<file path="src/uart_byte_rx.sv">
`timescale 1ns/100ps

module uart_byte_rx #(
	parameter int CLKS_PER_BIT = 16
) (
	input  logic       clk_i,
	input  logic       enable_rst_ni,
	input  logic       rx_i,
	output logic       rx_valid_o,
	output logic [7:0] rx_byte_o
);

	localparam int CNT_W = (CLKS_PER_BIT > 1) ? $clog2(CLKS_PER_BIT) : 1;
	localparam logic [CNT_W-1:0] HALF_BIT = CNT_W'((CLKS_PER_BIT - 1) / 2);
	localparam logic [CNT_W-1:0] FULL_BIT = CNT_W'(CLKS_PER_BIT - 1);

	typedef enum logic [1:0] {
		IDLE,
		START,
		DATA,
		STOP
	} rx_state_e;

	rx_state_e        state_q;
	logic [CNT_W-1:0] clk_cnt_q;
	logic [2:0]       bit_cnt_q;
	logic [7:0]       shift_q;
	logic             valid_q;
	logic             sample_bit;

	// Middle of a data bit
	assign sample_bit = (state_q == DATA) && (clk_cnt_q == FULL_BIT);

	// ==========================================================
	// Frame FSM
	// ==========================================================

	always_ff @(posedge clk_i or negedge enable_rst_ni) begin
		if (!enable_rst_ni) begin
			state_q   <= IDLE;
			clk_cnt_q <= '0;
			bit_cnt_q <= '0;
			valid_q   <= 1'b0;
		end else begin
			valid_q <= 1'b0;
			case (state_q)
				IDLE: begin
					clk_cnt_q <= '0;
					bit_cnt_q <= '0;
					if (!rx_i) begin
						state_q <= START;
					end
				end
				START: begin
					if (clk_cnt_q == HALF_BIT) begin
						clk_cnt_q <= '0;
						// Glitch filter, line must still be low
						state_q <= rx_i ? IDLE : DATA;
					end else begin
						clk_cnt_q <= clk_cnt_q + 1'b1;
					end
				end
				DATA: begin
					if (sample_bit) begin
						clk_cnt_q <= '0;
						bit_cnt_q <= bit_cnt_q + 1'b1;
						if (bit_cnt_q == 3'd7) begin
							state_q <= STOP;
						end
					end else begin
						clk_cnt_q <= clk_cnt_q + 1'b1;
					end
				end
				STOP: begin
					if (clk_cnt_q == FULL_BIT) begin
						// Byte delivered even on a bad stop bit
						clk_cnt_q <= '0;
						valid_q   <= 1'b1;
						state_q   <= IDLE;
					end else begin
						clk_cnt_q <= clk_cnt_q + 1'b1;
					end
				end
				default: state_q <= IDLE;
			endcase
		end
	end

	// LSB first
	always_ff @(posedge clk_i) begin
		if (sample_bit) begin
			shift_q <= {rx_i, shift_q[7:1]};
		end
	end

	assign rx_valid_o = valid_q;
	assign rx_byte_o  = shift_q;

endmodule

</file>
<file path="config.mk">
export PLATFORM = sky130hd
export DESIGN_NAME = uart_byte_rx
export DESIGN_NICKNAME = d
export VERILOG_FILES = /design/src/uart_byte_rx.sv
export SDC_FILE = /design/constraint.sdc
export NUM_CORES = 1
export LEC_CHECK = 0
export ABC_AREA = 1
export BUFFER_PORTS_ARGS = -buffer_cell sky130_fd_sc_hd__buf_2
export CORE_MARGIN = 3
export CORE_UTILIZATION = 40
export CTS_BUF_LIST = sky130_fd_sc_hd__clkbuf_8
export CTS_CLUSTER_SIZE = 25
export DETAILED_ROUTE_END_ITERATION = 8
export HOLD_SLACK_MARGIN = 0.05
export REMOVE_ABC_BUFFERS = 1
export SLEW_MARGIN = 40
export SYNTH_ARGS = -nofsm -noshare
export SYNTH_HDL_FRONTEND = slang
export SYNTH_SLANG_ARGS = --single-unit
</file>
<file path="constraint.sdc">
create_clock -name clk_i -period 2 [get_ports clk_i]
set_clock_uncertainty 0.15 [all_clocks]
set_input_delay 0.3 -clock clk_i [delete_from_list [all_inputs] [get_ports clk_i]]
set_output_delay 0.3 -clock clk_i [all_outputs]
set_load 0.01 [all_outputs]
</file>
==> flow_metrics.py <==
metrics = {
    "yosys": {
        "synthMuxAreaShare": 0,
        "async_reset_ff_frac": 0.5556,
        "ys_seq_area_frac": 0.6599,
        "synthCells": 63,
        "ys_top_cells_by_area": "dfrtp_1, edfxtp_1, ha_1, nand2_1, nand3_1",
        "yosysWarnings": 0,
        "synth_top_family_by_area": "simple AND/OR/NAND/NOR gates",
        "synth_top_area_frac": 0.3367,
        "ys_ff_latch": 18,
        "synth_edf_count": 8,
        "yosysTopAreaCell": "dfrtp_1",
        "ys_top_cells_by_count": "dfrtp_1, nand2_1, edfxtp_1, nor2_1, nand3_1",
        "synth_cell_types": 17,
        "synth-simple-area-share": 0.2037,
        "avgSynthCellArea_um2": 11.80,
        "synth_compound_area_frac": 0.03199,
        "synth_fa_ha_area_frac": 0.05051,
        "syn-cell-area_um2": 743.2,
        "yosys.area_share.xor_xnor": 0.02357,
        "ys.flop_type": "dfrtp_1",
    },
    "setup_path": {
        "crit_chain": "ha_1 > nand3_2 > nor3_4",
        "slowest_delay_ps": 430,
        "r2r_cells": 3,
        "endpoint": "rx_byte_o[1]",
        "r2r_end": "rx_byte_o[1]",
        "crit_arrival_ps": 1430,
        "cp.required_ps": 1740,
        "cp_slowest_cell": "nor3_4",
        "cp_max_fo": 11,
        "crit_family": "simple AND/OR/NAND/NOR gates",
        "path_depth": 3,
        "worstReg2RegStart": "clk_cnt_q[1]",
        "worst_setup_path_end_kind": "register",
        "cp-startpoint": "clk_cnt_q[1]",
        "cp_num_buf_inv": 0,
        "startpoint_type": "register",
        "critPathKind": "register to register",
        "rrSetupSlack_ps": 300,
    },
    "sta": {
        "rsz0062_at_grt": "false",
        "hold_viol_final": 0,
        "fin_crit_sh": 0.8479,
        "post-route-min-period_ps": 1696,
        "slew_viol_final": 0,
        "setup_viol": 0,
        "tns_ps": 0,
        "relSlewSlack": 0.6645,
        "worstMarginPinSlew_ps": 501.6,
        "fmax_ghz": 0.5897,
    },
    "route": {
        "routed_via_density": 4.631,
        "ant_nets": 0,
        "wl_per_cell_um": 11.63,
        "first_pass_iters": 4,
        "routed_wirelength_mm": 1.198,
        "route.detailed.drc": 0,
        "via_count": 477,
        "first_iter_violations": 10,
    },
    "floorplanning": {
        "pin_count": 12,
        "dieArea_um2": 2411,
        "die_h_um": 49.11,
        "rows": 14,
        "die_x_um": 49.11,
        "coreArea_um2": 1629,
        "initial_core_util": 0.4562,
    },
    "clock_tree": {
        "cts_root_buf": "clkbuf_8",
        "clk_path_buf_depth": 2,
        "clk_transition_reported_paths_ps": 60,
        "htreeDepth": 1,
        "worstSkewPairLatency_ps": 250,
        "cts_tree": "done",
        "clkSinkCount": 18,
        "post_cts_resized": 0,
        "cts_made_buffers": 3,
    },
    "grt": {
        "first_global_vias": 488,
        "antenna_found_initial": 0,
        "grt_overflow": 0,
        "grt_pass1_wl_mm": 2.152,
        "grtUsageTotal": 0.1195,
        "grt_max_degree": 12,
    },
    "cells_and_area": {
        "diodes": 0,
        "nets": 86,
        "fin_area_um2": 883.3,
        "postLayoutCoreUtil": 0.5422,
        "area_growth_pct": 18.86,
        "drive_above_1_share": 0.2405,
    },
    "flow_run": {
        "max_cap_violations": 0,
    },
    "power_and_ir_drop": {
        "max-vdd-ir-drop_mv": 0.8323,
        "power_density_nw_per_um2": 1149,
        "p_leak_nw": 0.4133,
    },
    "hold_path": {
        "worstHoldPathType": "primary input to register",
    },
    "placed_design": {
        "place_hpwl_um": 901.8,
        "placed_area_um2": 828.3,
        "gp_congestion": 0.7944,
        "port_buffers": 11,
    },
    "outcome": {
        "status": "complete, no violations",
    },
}
## area by class of cell
class / count / area [um2]
clock buffers: 3 / 41.29
repair buffers: 12 / 65.06
inverters: 6 / 22.52
multi-input cells: 39 / 230.2
well taps: 24 / 30.03
clock inverters: 1 / 3.754
flip-flops and latches: 18 / 490.5
fillers: 144 / 745.7
## report_power, final
group	internal [mW]	switching (mW)	leakage, nW
registers	0.435	0.0653	0.204
logic	0.0975	0.173	0.182
clock network	0.136	0.108	0.0269
total	0.669	0.347	0.413
## cells by family after synthesis
logic type	count (synthesis)
AND/OR/NAND/NOR	31
flip-flops	18
buffers and inverters	6
AO/OA/AOI/OAI	3
adder cells (fa/ha/maj)	3
XOR/XNOR	2
## metrics by stage
stage / instances / total power, mW / hold slack, ps / setup WS, ps
floorplan: 63 / 0.7143 / -145.6 / 474.4
global placement: 98 / 0.7700 / 25.28 / 355.9
detailed placement: 98 / 0.7778 / 25.33 / 310.2
CTS: 103 / 1.030 / 104.0 / 291.8
global route: 103 / 1.110 / 103.9 / 189.7
finish: 103 / 1.015 / 107.6 / 304.1
## placed cells by master, fill, tap and decap left out, drive strengths merged
cell | synthesis | layout
a22o | 2 | 2
a31oi | 1 | 1
buf | 0 | 11
clkbuf | 0 | 3
dfrtp | 10 | 10
dlygate4sd3 | 0 | 1
edfxtp | 8 | 8
ha | 3 | 3
inv | 6 | 7
nand2 | 11 | 11
nand3 | 8 | 8
nor2 | 9 | 9
nor3 | 3 | 3
xnor2 | 1 | 1
xor2 | 1 | 1
## layer usage
layer / track usage / wire, um
met2: 0.2009 / 593
met4: 0.02844 / 0
met1: 0.1426 / 548
met5: 0 / 0
met3: 0.04587 / 55
## repair_timing
action,CTS,global route
endpoints found under the hold margin,10,0
hold buffers,1,0
buffers inserted,0,0
## flip-flops by register name, summed over array words and instances, names as in the netlist, named ones only
name        count
clk_cnt_q       4
rx_byte_o       8
state_q         1
bit_cnt_q       3
rx_valid_o      1
## how the worst min path moves through the flow
stage	cells after the start	slack (ps)	endpoint	startpoint
after floorplan	0	-150	async pin	enable_rst_ni
after global placement	1	30	clk_cnt_q[2]	enable_rst_ni
after detailed placement	1	30	clk_cnt_q[3]	enable_rst_ni
after CTS	1	100	rx_byte_o[7]	rx_i
after global routing	1	100	rx_byte_o[7]	rx_i
final	1	110	rx_byte_o[7]	rx_i
(Power assumes the default switching activity.)
