===== src/boot_pkg.sv =====
package boot_pkg;

	// ==========================================================
	// Word format
	// ==========================================================

	// Instruction word width
	localparam int DATA_W = 32;

	localparam int BYTE_W = 8;
	localparam int BYTES_PER_WORD = DATA_W / BYTE_W;

	// End-of-program marker sent by the host after the last word
	localparam logic [DATA_W-1:0] DONE_WORD = 32'h0000_0FFF;

	// ==========================================================
	// Write queue items
	// ==========================================================

	typedef enum logic {
		ITEM_WRITE = 1'b0,
		ITEM_DONE  = 1'b1
	} item_op_e;

endpackage


===== src/iccm_write_queue.sv =====
`timescale 1ns/100ps

module iccm_write_queue import boot_pkg::*; #(
	parameter int ADDR_W      = 8,
	parameter int QUEUE_DEPTH = 4
) (
	input  logic              clk_i,
	input  logic              enable_rst_ni,
	input  logic              push_i,
	input  item_op_e          push_op_i,
	input  logic [ADDR_W-1:0] push_addr_i,
	input  logic [DATA_W-1:0] push_data_i,
	input  logic              fetch_req_i,
	output logic              mem_we_o,
	output logic [ADDR_W-1:0] mem_waddr_o,
	output logic [DATA_W-1:0] mem_wdata_o,
	output logic              credit_return_o,
	output logic              load_done_o
);

	localparam int PTR_W = (QUEUE_DEPTH > 1) ? $clog2(QUEUE_DEPTH) : 1;
	localparam int CNT_W = $clog2(QUEUE_DEPTH + 1);

	item_op_e          op_mem   [QUEUE_DEPTH];
	logic [ADDR_W-1:0] addr_mem [QUEUE_DEPTH];
	logic [DATA_W-1:0] data_mem [QUEUE_DEPTH];

	logic [PTR_W-1:0] head_q;
	logic [PTR_W-1:0] tail_q;
	logic [CNT_W-1:0] count_q;
	logic             empty;
	logic             full;
	logic             pop;

	assign empty = (count_q == '0);
	assign full  = (count_q == CNT_W'(QUEUE_DEPTH));

	// Fetch port has priority over loading
	assign pop = !empty && !fetch_req_i;

	// ==========================================================
	// Pointers and fill level
	// ==========================================================

	always_ff @(posedge clk_i or negedge enable_rst_ni) begin
		if (!enable_rst_ni) begin
			head_q  <= '0;
			tail_q  <= '0;
			count_q <= '0;
		end else begin
			if (push_i) begin
				if (tail_q == PTR_W'(QUEUE_DEPTH - 1)) begin
					tail_q <= '0;
				end else begin
					tail_q <= tail_q + 1'b1;
				end
			end
			if (pop) begin
				if (head_q == PTR_W'(QUEUE_DEPTH - 1)) begin
					head_q <= '0;
				end else begin
					head_q <= head_q + 1'b1;
				end
			end
			case ({push_i, pop})
				2'b10:   count_q <= count_q + 1'b1;
				2'b01:   count_q <= count_q - 1'b1;
				default: count_q <= count_q;
			endcase
		end
	end

	always_ff @(posedge clk_i) begin
		if (push_i) begin
			op_mem[tail_q]   <= push_op_i;
			addr_mem[tail_q] <= push_addr_i;
			data_mem[tail_q] <= push_data_i;
		end
	end

	// Head item decode, DONE writes nothing
	assign mem_we_o        = pop && (op_mem[head_q] == ITEM_WRITE);
	assign load_done_o     = pop && (op_mem[head_q] == ITEM_DONE);
	assign mem_waddr_o     = addr_mem[head_q];
	assign mem_wdata_o     = data_mem[head_q];
	assign credit_return_o = pop;

	// Packer credits must keep the FIFO from overflowing
	a_no_push_full: assert property (@(posedge clk_i) disable iff (!enable_rst_ni)
		!(push_i && full))
		else $error("push into full write queue");

endmodule


===== config.mk =====
export PLATFORM = sky130hd
export DESIGN_NAME = iccm_write_queue
export DESIGN_NICKNAME = d
export VERILOG_FILES = /design/src/boot_pkg.sv /design/src/iccm_write_queue.sv
export SDC_FILE = /design/constraint.sdc
export NUM_CORES = 1
export LEC_CHECK = 0
export ABC_AREA = 1
export BUFFER_PORTS_ARGS = -buffer_cell sky130_fd_sc_hd__buf_4
export CAP_MARGIN = 20
export CORE_MARGIN = 4
export CORE_UTILIZATION = 27
export CTS_BUF_LIST = sky130_fd_sc_hd__clkbuf_4
export CTS_CLUSTER_SIZE = 28
export DETAILED_ROUTE_END_ITERATION = 6
export PLACE_DENSITY = 0.45
export SLEW_MARGIN = 20
export SYNTH_ARGS = -nofsm -noshare
export SYNTH_HDL_FRONTEND = slang
export SYNTH_SLANG_ARGS = --single-unit
export TNS_END_PERCENT = 10

===== constraint.sdc =====
create_clock -name clk_i -period 2.2 [get_ports clk_i]
set_input_delay 0.55 -clock clk_i [delete_from_list [all_inputs] [get_ports clk_i]]
set_output_delay 0.55 -clock clk_i [all_outputs]
set_load 0.01 [all_outputs]

==> impl_metrics.json <==
{
  "clk_latency_ns": 0.56,
  "ys.warnings.count": 0,
  "combPwrFrac": 0.434,
  "layout_common_cells": "edfxtp_1 (164), nor2_1 (161), buf_4 (91)",
  "ys_seq_area_frac": 0.751,
  "drive_gt1_frac": 0.225,
  "max-vdd-ir-drop_v": 0.000429,
  "crit_family": "buffers and inverters",
  "numCtsBuffers": 17,
  "intPower_mw": 6.49,
  "p_sw_frac": 0.380,
  "synth_top_family_by_area": "simple AND/OR/NAND/NOR gates",
  "r2r_slack_ns": 0.43,
  "r2r_end": "count_q[2]",
  "yosysTopAreaCell": "edfxtp_1",
  "hold_start": "push_addr_i[7]",
  "grt_antenna_before_repair": 1,
  "synthMuxAreaShare": 0,
  "first_pass_iters": 4,
  "grt_usage": 0.121,
  "violations": "setup timing",
  "die_y_um": 167,
  "holdWs_ns": 0.174,
  "hp-class": "in2reg",
  "rsz0062_at_grt": "true",
  "cts_buffer_depth": 2,
  "fin_ws_ns": -0.229,
  "ys_seq_elements": 171,
  "tns_ns": -7.59,
  "p_seq_frac": 0.416,
  "p_total_mw": 10.5,
  "syn-num-nets": 599,
  "wl_mm": 16.6,
  "dieArea_um2": 27800,
  "crit_type": "reg2out",
  "overflow": 0,
  "num_rows": 57,
  "dp_hpwl_mm": 9.31,
  "syn-cell-area_um2": 6790,
  "core_um2": 24500,
  "die_x_um": 167,
  "dp_cells": 945,
  "p_switching_mw": 3.98,
  "slew_violations": 0,
  "critical_path_arrival_ns": 1.88,
  "worstPathBufferInverterCount": 4,
  "synth_compound_area_frac": 0.0612,
  "h-tree-depth": 4,
  "drc": 0,
  "final_cells": 983,
  "io_pins": 88,
  "dpl_cell_area_um2": 7870,
  "gp_congestion": 0.745,
  "setup_viol": 42,
  "pre_cts_ws_ns": 0.334,
  "fmax_ghz": 0.412,
  "drv_cap": 0,
  "status": "finished, violations left",
  "cts.clk_slew.worst_paths_ns": 0.16,
  "drt_iter0_markers": 178,
  "critPathMaxStageDelay_ns": 0.51,
  "hold_viol_final": 0,
  "wl_per_cell_um": 16.8,
  "relSlewSlack": 0.765,
  "yosysTopAreaCellShare": 0.725,
  "p_clk_frac": 0.150,
  "grt_pass1_wl_mm": 25.6,
  "vias": 4235,
  "cpMaxStageDelayCell": "dfrtp_4",
  "p_per_area_nw_per_um2": 1270,
  "max_slew.worst_pin.slew_ns": 0.352,
  "root_buffer": "clkbuf_4",
  "grt_pass1_vias": 4454,
  "final.period_utilization": 1.10,
  "cp_cell_sequence": "clkinv_8 -> buf_12 -> buf_16 -> nor2_1 -> nor2_1 -> o21ai_0 -> nand2_1 -> buf_4",
  "end_kind": "output port",
  "grt_max_degree": 57,
  "period_needed_ns": 2.43,
  "cp_data_required_time_ns": 1.65,
  "ys_top_cells_by_area": "edfxtp_1 (73%), nor2_1 (9.1%), nand2_1 (3.6%)",
  "clock_skew_ns": 0.0299,
  "start_kind": "flip-flop",
  "avgViaCountPerCell": 4.31,
  "cts.sinks": 171,
  "synth-xor-area-share": 0.00129,
  "io_buffers": 87,
  "whs_endpoint": "addr_mem[3][7]",
  "synthCells": 547,
  "start_util": 0.277,
  "synthAdderAreaFrac": 0.0140,
  "final_area_um2": 8270,
  "tritoncts": "done",
  "utilization": 0.337,
  "areaGrowthSynthToFinish_pct": 21.7,
  "synth-simple-area-share": 0.133,
  "worstPathMaxFanout": 16,
  "cpMostUsedCell": "nor2_1",
  "hold_path_depth": 1,
  "avgSynthCellArea_um2": 12.4,
  "finalNetCount": 697,
  "r2r-start": "count_q[0]",
  "yosysUniqueCellTypes": 17,
  "final_common_cell": "edfxtp_1",
  "power.leakage_nw": 3.08,
  "crit_start": "head_q[0]",
  "antenna_left": 0,
  "reg2regPathDepth": 10
}
## repair_timing
item                       4_1_cts  5_1_grt
cloned                           3        0
hold buffers                     1        0
pin swaps                        4        0
gates resized for setup         16        9
setup endpoints to repair       42       42
hold endpoints to repair         7        0
setup buffers                    1        0
## synthesized netlist by cell type (all sizes together)
cell type	instances
dfrtp	7
xnor2	1
o21ai	83
clkbuf	6
nand4	1
inv	19
nand3	7
buf	22
ha	6
fa	1
nand2	66
nor2	164
edfxtp	164
## worst reg2reg max path: cells and delay by family (launching register included)
kind,cells,cell delay [ns]
fa+ha+maj,2,0.61
buf+inv,2,0.15
flops,1,0.45
simple gates,6,0.48
## logic make-up after synthesis
logic type | after synthesis
compound gates | 83
xor+xnor | 1
flops | 171
buf+inv | 47
simple gates | 238
fa+ha+maj | 7
## state kept, by name (all words and copies together), names as in the netlist
name and count:
addr_mem 32, count_q 3, data_mem 128, head_q 2
op_mem 4, tail_q 2
## final cells by class
type | count | area, µm²
Antenna cell | 1 | 2.50
Clock buffer | 18 | 135
Clock inverter | 14 | 98.8
Fill cell | 2454 | 16300
Inverter | 19 | 83.8
Multi-Input combinational cell | 329 | 1440
Sequential cell | 171 | 5100
Tap cell | 324 | 405
Timing Repair Buffer | 107 | 997
## layer usage
| layer | global-route usage | wire length (µm) | vias to the layer above |
|---|---|---|---|
| li1 | - | - | 2071 |
| met1 | 0.148 | 7200 | 2051 |
| met2 | 0.210 | 8380 | 101 |
| met3 | 0.0322 | 734 | 12 |
| met4 | 0.0377 | 237 | 0 |
| met5 | 0 | 0 | - |
## power groups by stage
stage | Clock [mW] | Combinational (mW) | Sequential, mW
2_1_floorplan | 0 | 2.45 | 4.38
3_3_place_gp | 0 | 4.25 | 4.40
4_1_cts | 1.65 | 4.68 | 4.36
6_report | 1.58 | 4.54 | 4.35
5_1_grt | 1.80 | 5.09 | 4.40
3_5_place_dp | 0 | 4.31 | 4.42
## worst max path at each step
| stage | end | slack, ns | cells past startpoint |
|---|---|---|---|
| after floorplan | addr_mem[0][0] | 0.14 | 3 |
| after global placement | mem_waddr_o[2] | 0.35 | 7 |
| after detailed placement | mem_waddr_o[6] | 0.33 | 7 |
| after CTS | mem_wdata_o[16] | -0.30 | 8 |
| after global routing | mem_wdata_o[11] | -0.42 | 6 |
| final | mem_wdata_o[16] | -0.23 | 8 |
No activity file was read; power rests on OpenSTA's default activity.
