[src/boot_pkg.sv]
package boot_pkg;

	// ==========================================================
	// Word format
	// ==========================================================

	// Instruction word width
	localparam int DATA_W = 32;

	localparam int BYTE_W = 8;
	localparam int BYTES_PER_WORD = DATA_W / BYTE_W;

	// End-of-program marker sent by the host after the last word
	localparam logic [DATA_W-1:0] DONE_WORD = 32'h0000_0FFF;

	// ==========================================================
	// Write queue items
	// ==========================================================

	typedef enum logic {
		ITEM_WRITE = 1'b0,
		ITEM_DONE  = 1'b1
	} item_op_e;

endpackage

[src/word_packer.sv]
`timescale 1ns/100ps

module word_packer import boot_pkg::*; #(
	parameter int ADDR_W      = 8,
	parameter int QUEUE_DEPTH = 4
) (
	input  logic              clk_i,
	input  logic              enable_rst_ni,
	input  logic              rx_valid_i,
	input  logic [7:0]        rx_byte_i,
	input  logic              credit_return_i,
	output logic              push_o,
	output item_op_e          push_op_o,
	output logic [ADDR_W-1:0] push_addr_o,
	output logic [DATA_W-1:0] push_data_o,
	output logic              overrun_o
);

	localparam int CRED_W = $clog2(QUEUE_DEPTH + 1);
	localparam int LANE_W = $clog2(BYTES_PER_WORD);

	logic [LANE_W-1:0] lane_q;
	logic [DATA_W-1:0] word_q;
	logic [CRED_W-1:0] credit_q;
	logic [ADDR_W-1:0] addr_q;
	logic              done_q;
	logic              word_ready;
	logic              has_credit;
	logic              take;
	logic              is_done;
	logic [DATA_W-1:0] word_full;

	// Last byte goes straight into the top lane
	assign word_full  = {rx_byte_i, word_q[DATA_W-BYTE_W-1:0]};
	assign word_ready = rx_valid_i && !done_q && (lane_q == LANE_W'(BYTES_PER_WORD - 1));
	assign has_credit = (credit_q != '0);
	assign take       = word_ready && has_credit;
	assign is_done    = (word_full == DONE_WORD);

	// ==========================================================
	// Lanes, credits and addresses
	// ==========================================================

	always_ff @(posedge clk_i or negedge enable_rst_ni) begin
		if (!enable_rst_ni) begin
			lane_q    <= '0;
			credit_q  <= CRED_W'(QUEUE_DEPTH);
			addr_q    <= '0;
			done_q    <= 1'b0;
			push_o    <= 1'b0;
			overrun_o <= 1'b0;
		end else begin
			push_o <= take;
			if (rx_valid_i && !done_q) begin
				lane_q <= lane_q + 1'b1;
			end
			case ({take, credit_return_i})
				2'b10:   credit_q <= credit_q - 1'b1;
				2'b01:   credit_q <= credit_q + 1'b1;
				default: credit_q <= credit_q;
			endcase
			if (take && is_done) begin
				done_q <= 1'b1;
			end
			if (take && !is_done) begin
				addr_q <= addr_q + 1'b1;
			end
			// Sticky, word is lost
			if (word_ready && !has_credit) begin
				overrun_o <= 1'b1;
			end
		end
	end

	always_ff @(posedge clk_i) begin
		if (rx_valid_i && !done_q) begin
			word_q[lane_q*BYTE_W +: BYTE_W] <= rx_byte_i;
		end
		if (take) begin
			push_op_o   <= is_done ? ITEM_DONE : ITEM_WRITE;
			push_addr_o <= addr_q;
			push_data_o <= word_full;
		end
	end

	// Queue must never return more credits than it has slots
	a_credit_bound: assert property (@(posedge clk_i) disable iff (!enable_rst_ni)
		credit_q <= CRED_W'(QUEUE_DEPTH))
		else $error("credit count above queue depth: %0d", credit_q);

endmodule
[config.mk]
export PLATFORM = sky130hd
export DESIGN_NAME = word_packer
export DESIGN_NICKNAME = d
export VERILOG_FILES = /design/src/boot_pkg.sv /design/src/word_packer.sv
export SDC_FILE = /design/constraint.sdc
export NUM_CORES = 1
export LEC_CHECK = 0
export BUFFER_PORTS_ARGS = -buffer_cell sky130_fd_sc_hd__buf_2
export CORE_ASPECT_RATIO = 1.4
export CORE_MARGIN = 3
export CORE_UTILIZATION = 30
export DETAILED_ROUTE_END_ITERATION = 10
export SLEW_MARGIN = 20
export SYNTH_ARGS = -nofsm -noshare
export SYNTH_HDL_FRONTEND = slang
export SYNTH_SLANG_ARGS = --single-unit
[constraint.sdc]
create_clock -name clk_i -period 4.3 [get_ports clk_i]
set_clock_uncertainty 0.15 [all_clocks]
set_input_delay 1.29 -clock clk_i [delete_from_list [all_inputs] [get_ports clk_i]]
set_output_delay 1.29 -clock clk_i [all_outputs]
set_load 0.02 [all_outputs]
==> results.md <==
- Outcome: completed
- DRT antenna net count: 0
- DR iter-0 viols: 100
- TritonCTS clock tree: done
- Placed Cells: ~360
- Hpwl dp: 3.87 mm
- Max-slew violations: 0
- Top cells by area, synth: edfxtp_1 (65%), dfrtp_1 (12%), and2_1 (5.6%)
- Slowest cell on crit path: or4_1
- Hold Vio Cnt, Final: 0
- # clock sinks: 81
- Root buf cell: clkbuf_16
- Largest net degree at the start of global routing: 47
- Full die area: about 11,000 um^2
- Finished Layout Cells: approximately 370
- N_diodes: 0
- MaxCap Viol Count: 0
- Post-synth top area share: 0.648
- CP Launch Type: primary input
- Warnings, synthesis: 0
- Minimum clock period: approximately 3 ns
- M1 WL: about 2.1 mm
- Area after DPL: 3460 um^2
- Clk slew on worst S/H paths: 0.06 ns
- Sequential Power Share: 0.480
- Non-Filler Cell Area, Final: around 3800 um^2
- PD cells: 644 nW/um^2
- Worst reg-to-reg setup slack: ~1.8 ns
- Async SR Flop Fraction: 0.198
- Cell depth of the worst hold path: 0
- First-pass iteration count of the detailed router: 4
- Final WL: between 5 and 6 mm
- Num CTS Buffers: 9
- Die height: approximately 120 um
- Synth unique cells: 32
- Slowest cell delay on critical path: 0.67 ns
- CP dominant cell by count: or4_1
- Worst slew pin tran: ~0.79 ns
- Fin Setup TNS: 0 ns
- HP Start: word_q[9]
- Avg Cell Area, Syn: ~18 um^2
- Post-CTS Setup Bufs: 0
- Logic pwr share: 0.197
- Highest metal used: met4
- Syn Std Cell Area: between 3000 and 4000 um^2
- Drt drc: 0
- FILL cells: a little under 900
- Port-buffer cells: 54
- Grt total ovfl: 0
- Worst r2r src: credit_q[0]
- Clock share of power: 0.323
- Ports: 55
- Critical path capture point type: register
- Seq/Total Area, Yosys: 0.782
- Leak Pwr: 1.43 nW
- CTS H-tree depth: 3
- Final nets: around 260
- Worst skew pair latency: 0.34 ns
- Hold EP: push_data_o[9]
- Kind of critical path: primary input to register
- Switch Pwr: around 0.71 mW
- Ys flop type: edfxtp_1
- Cell taking the most area after synthesis: edfxtp_1
- # rows: 42
- Core Region: a little under 10,000 um^2
- Worst VDD drop: 0.278 mV
- Vias per Instance: about 4.3
- Cells on worst reg2reg path: 9
- Area delta synth->final: 25.1%
- # hold bufs at CTS: 0
- CP cell instances: buf_2 -> or4_1 -> or4_1 -> o21ai_2 -> mux2_1
- Total global-route track usage: 0.103
- Tcrit/Tclk final: 0.719
- Min-Delay Path Class: register to register
- DR WL/cell: between 10 and 15 um
- Share of post-route cells with drive strength above 1: 0.318
- CTS Buffer Depth: 2
- # setup viols final: 0
- Met3 Wirelength: about 330 um
- Starting Density: 0.313
- Gp weighted congestion: 0.753
- Initial antenna violation count: 0
- Post-CTS Resized: 0
- First-pass GRT wire length: 8.84 mm
- Yosys reg bits: 81
- Post-synth EDFFs: 65
- Critical-path maximum fanout: 8
- Worst r2r dst: credit_q[2]
- Req. time, crit path: 4.37 ns
- Vias post-DR: ~1,600
- RSZ-0062 raised after global routing: no
- Data arrival, critical path: between 3 and 4 ns
- Max-Slew Margin vs Limit: 0.469
- Horiz. Die Dim: 90.7 um
- Met2 WL: roughly 2.7 mm
- Post-synthesis cell count: roughly 170
- Max Clock Freq: 0.324 GHz
- Vias in the first global route: 1,742
- Switching fraction of total power: 0.294
- Syn_nets: about 190
- Cell-internal power: about 1.7 mW
==> logic make-up after synthesis <==
group / Yosys count / synth area share
buf+inv: 5 / 0.00665
xor+xnor: 11 / 0.0320
fa+ha+maj: 8 / 0.0357
simple gates: 55 / 0.113
flops: 81 / 0.782
compound gates: 10 / 0.0229
mux: 2 / 0.00748
==> flip-flops by register name, indices dropped and copies added, names as in the netlist <==
signal,cells
addr_q,8
lane_q,2
push_addr_o,8
push_data_o,32
push_o,1
overrun_o,1
push_op_o,1
word_q,24
credit_q,3
done_q,1
==> metrics by stage <==
step	total power, mW	hold slack (ns)	utilization	setup WS, ns
2_1_floorplan	1.49	0.268	-	0.313
3_3_place_gp	1.66	0.284	0.359	0.881
3_5_place_dp	1.67	0.285	0.359	0.848
4_1_cts	2.46	0.299	0.391	1.20
5_1_grt	2.55	0.307	0.391	1.14
6_report	2.42	0.296	0.391	1.21
==> cells in the mapped netlist (2+ instances only) <==
cell type	n
and2_1	27
dfrtp_1	15
edfxtp_1	65
ha_1	7
inv_1	4
nand2_1	3
nand3_1	2
nand4_1	2
nor2_1	4
nor3_1	3
nor3b_1	3
nor4_1	3
o211ai_1	2
o21ai_1	3
or4_1	3
xnor2_1	9
xor2_1	2
==> critical path: cells and delay by family <==
kind / cells / cell delay [ns]
and+or+nand+nor: 2 / 1.17
buffers and inverters: 1 / 0.12
muxes: 1 / 0.34
AOI/OAI and AO/OA: 1 / 0.23
==> how the worst max path moves through the flow <==
stage                       end  slack, ns  cells past startpoint          from
floorplan           credit_q[1]       0.31                      7    rx_valid_i
global placement      addr_q[1]       0.88                      5  rx_byte_i[1]
detailed placement    addr_q[1]       0.85                      5  rx_byte_i[1]
CTS                   addr_q[1]       1.20                      5  rx_byte_i[1]
global route          addr_q[1]       1.14                      5  rx_byte_i[1]
finish                addr_q[1]       1.21                      5  rx_byte_i[1]
==> final cells by class <==
cell class,count,area (um^2),area share
timing repair buffer,55,278,0.0738
sequential,81,2350,0.625
multi-input combinational,86,644,0.171
clock inverter,7,83.8,0.0223
inverter,4,15.0,0.00399
clock buffer,9,225,0.0598
tap,132,165,0.0439
==> per-layer routing <==
metal | track usage | up-vias
met4 | 0.0595 | 0
li1 | - | 769
met3 | 0.0369 | 8
met5 | 0 | -
met1 | 0.117 | 805
met2 | 0.167 | 43
==> power by group through the flow <==
stage	sequential (mW)	clock, mW	combinational, mW
floorplan	1.24	0	0.250
global placement	1.18	0	0.474
detailed placement	1.18	0	0.489
CTS	1.17	0.802	0.491
global route	1.19	0.836	0.531
finish	1.16	0.784	0.477
==> layout by cell type (no fill, tap or decap), types with 3 or more instances in the layout <==
master / Yosys / routed
and2_1: 27 / 27
edfxtp_1: 65 / 65
clkbuf_16: 0 / 9
or4_1: 3 / 3
inv_6: 0 / 4
nand2_1: 3 / 3
ha_1: 7 / 7
inv_1: 4 / 4
nor4_1: 3 / 3
nor3b_1: 3 / 3
buf_2: 1 / 54
dfrtp_1: 15 / 15
xnor2_1: 9 / 9
nor3_1: 3 / 3
nor2_1: 4 / 3
o21ai_1: 3 / 3
No activity file was read; power rests on OpenSTA's default activity.
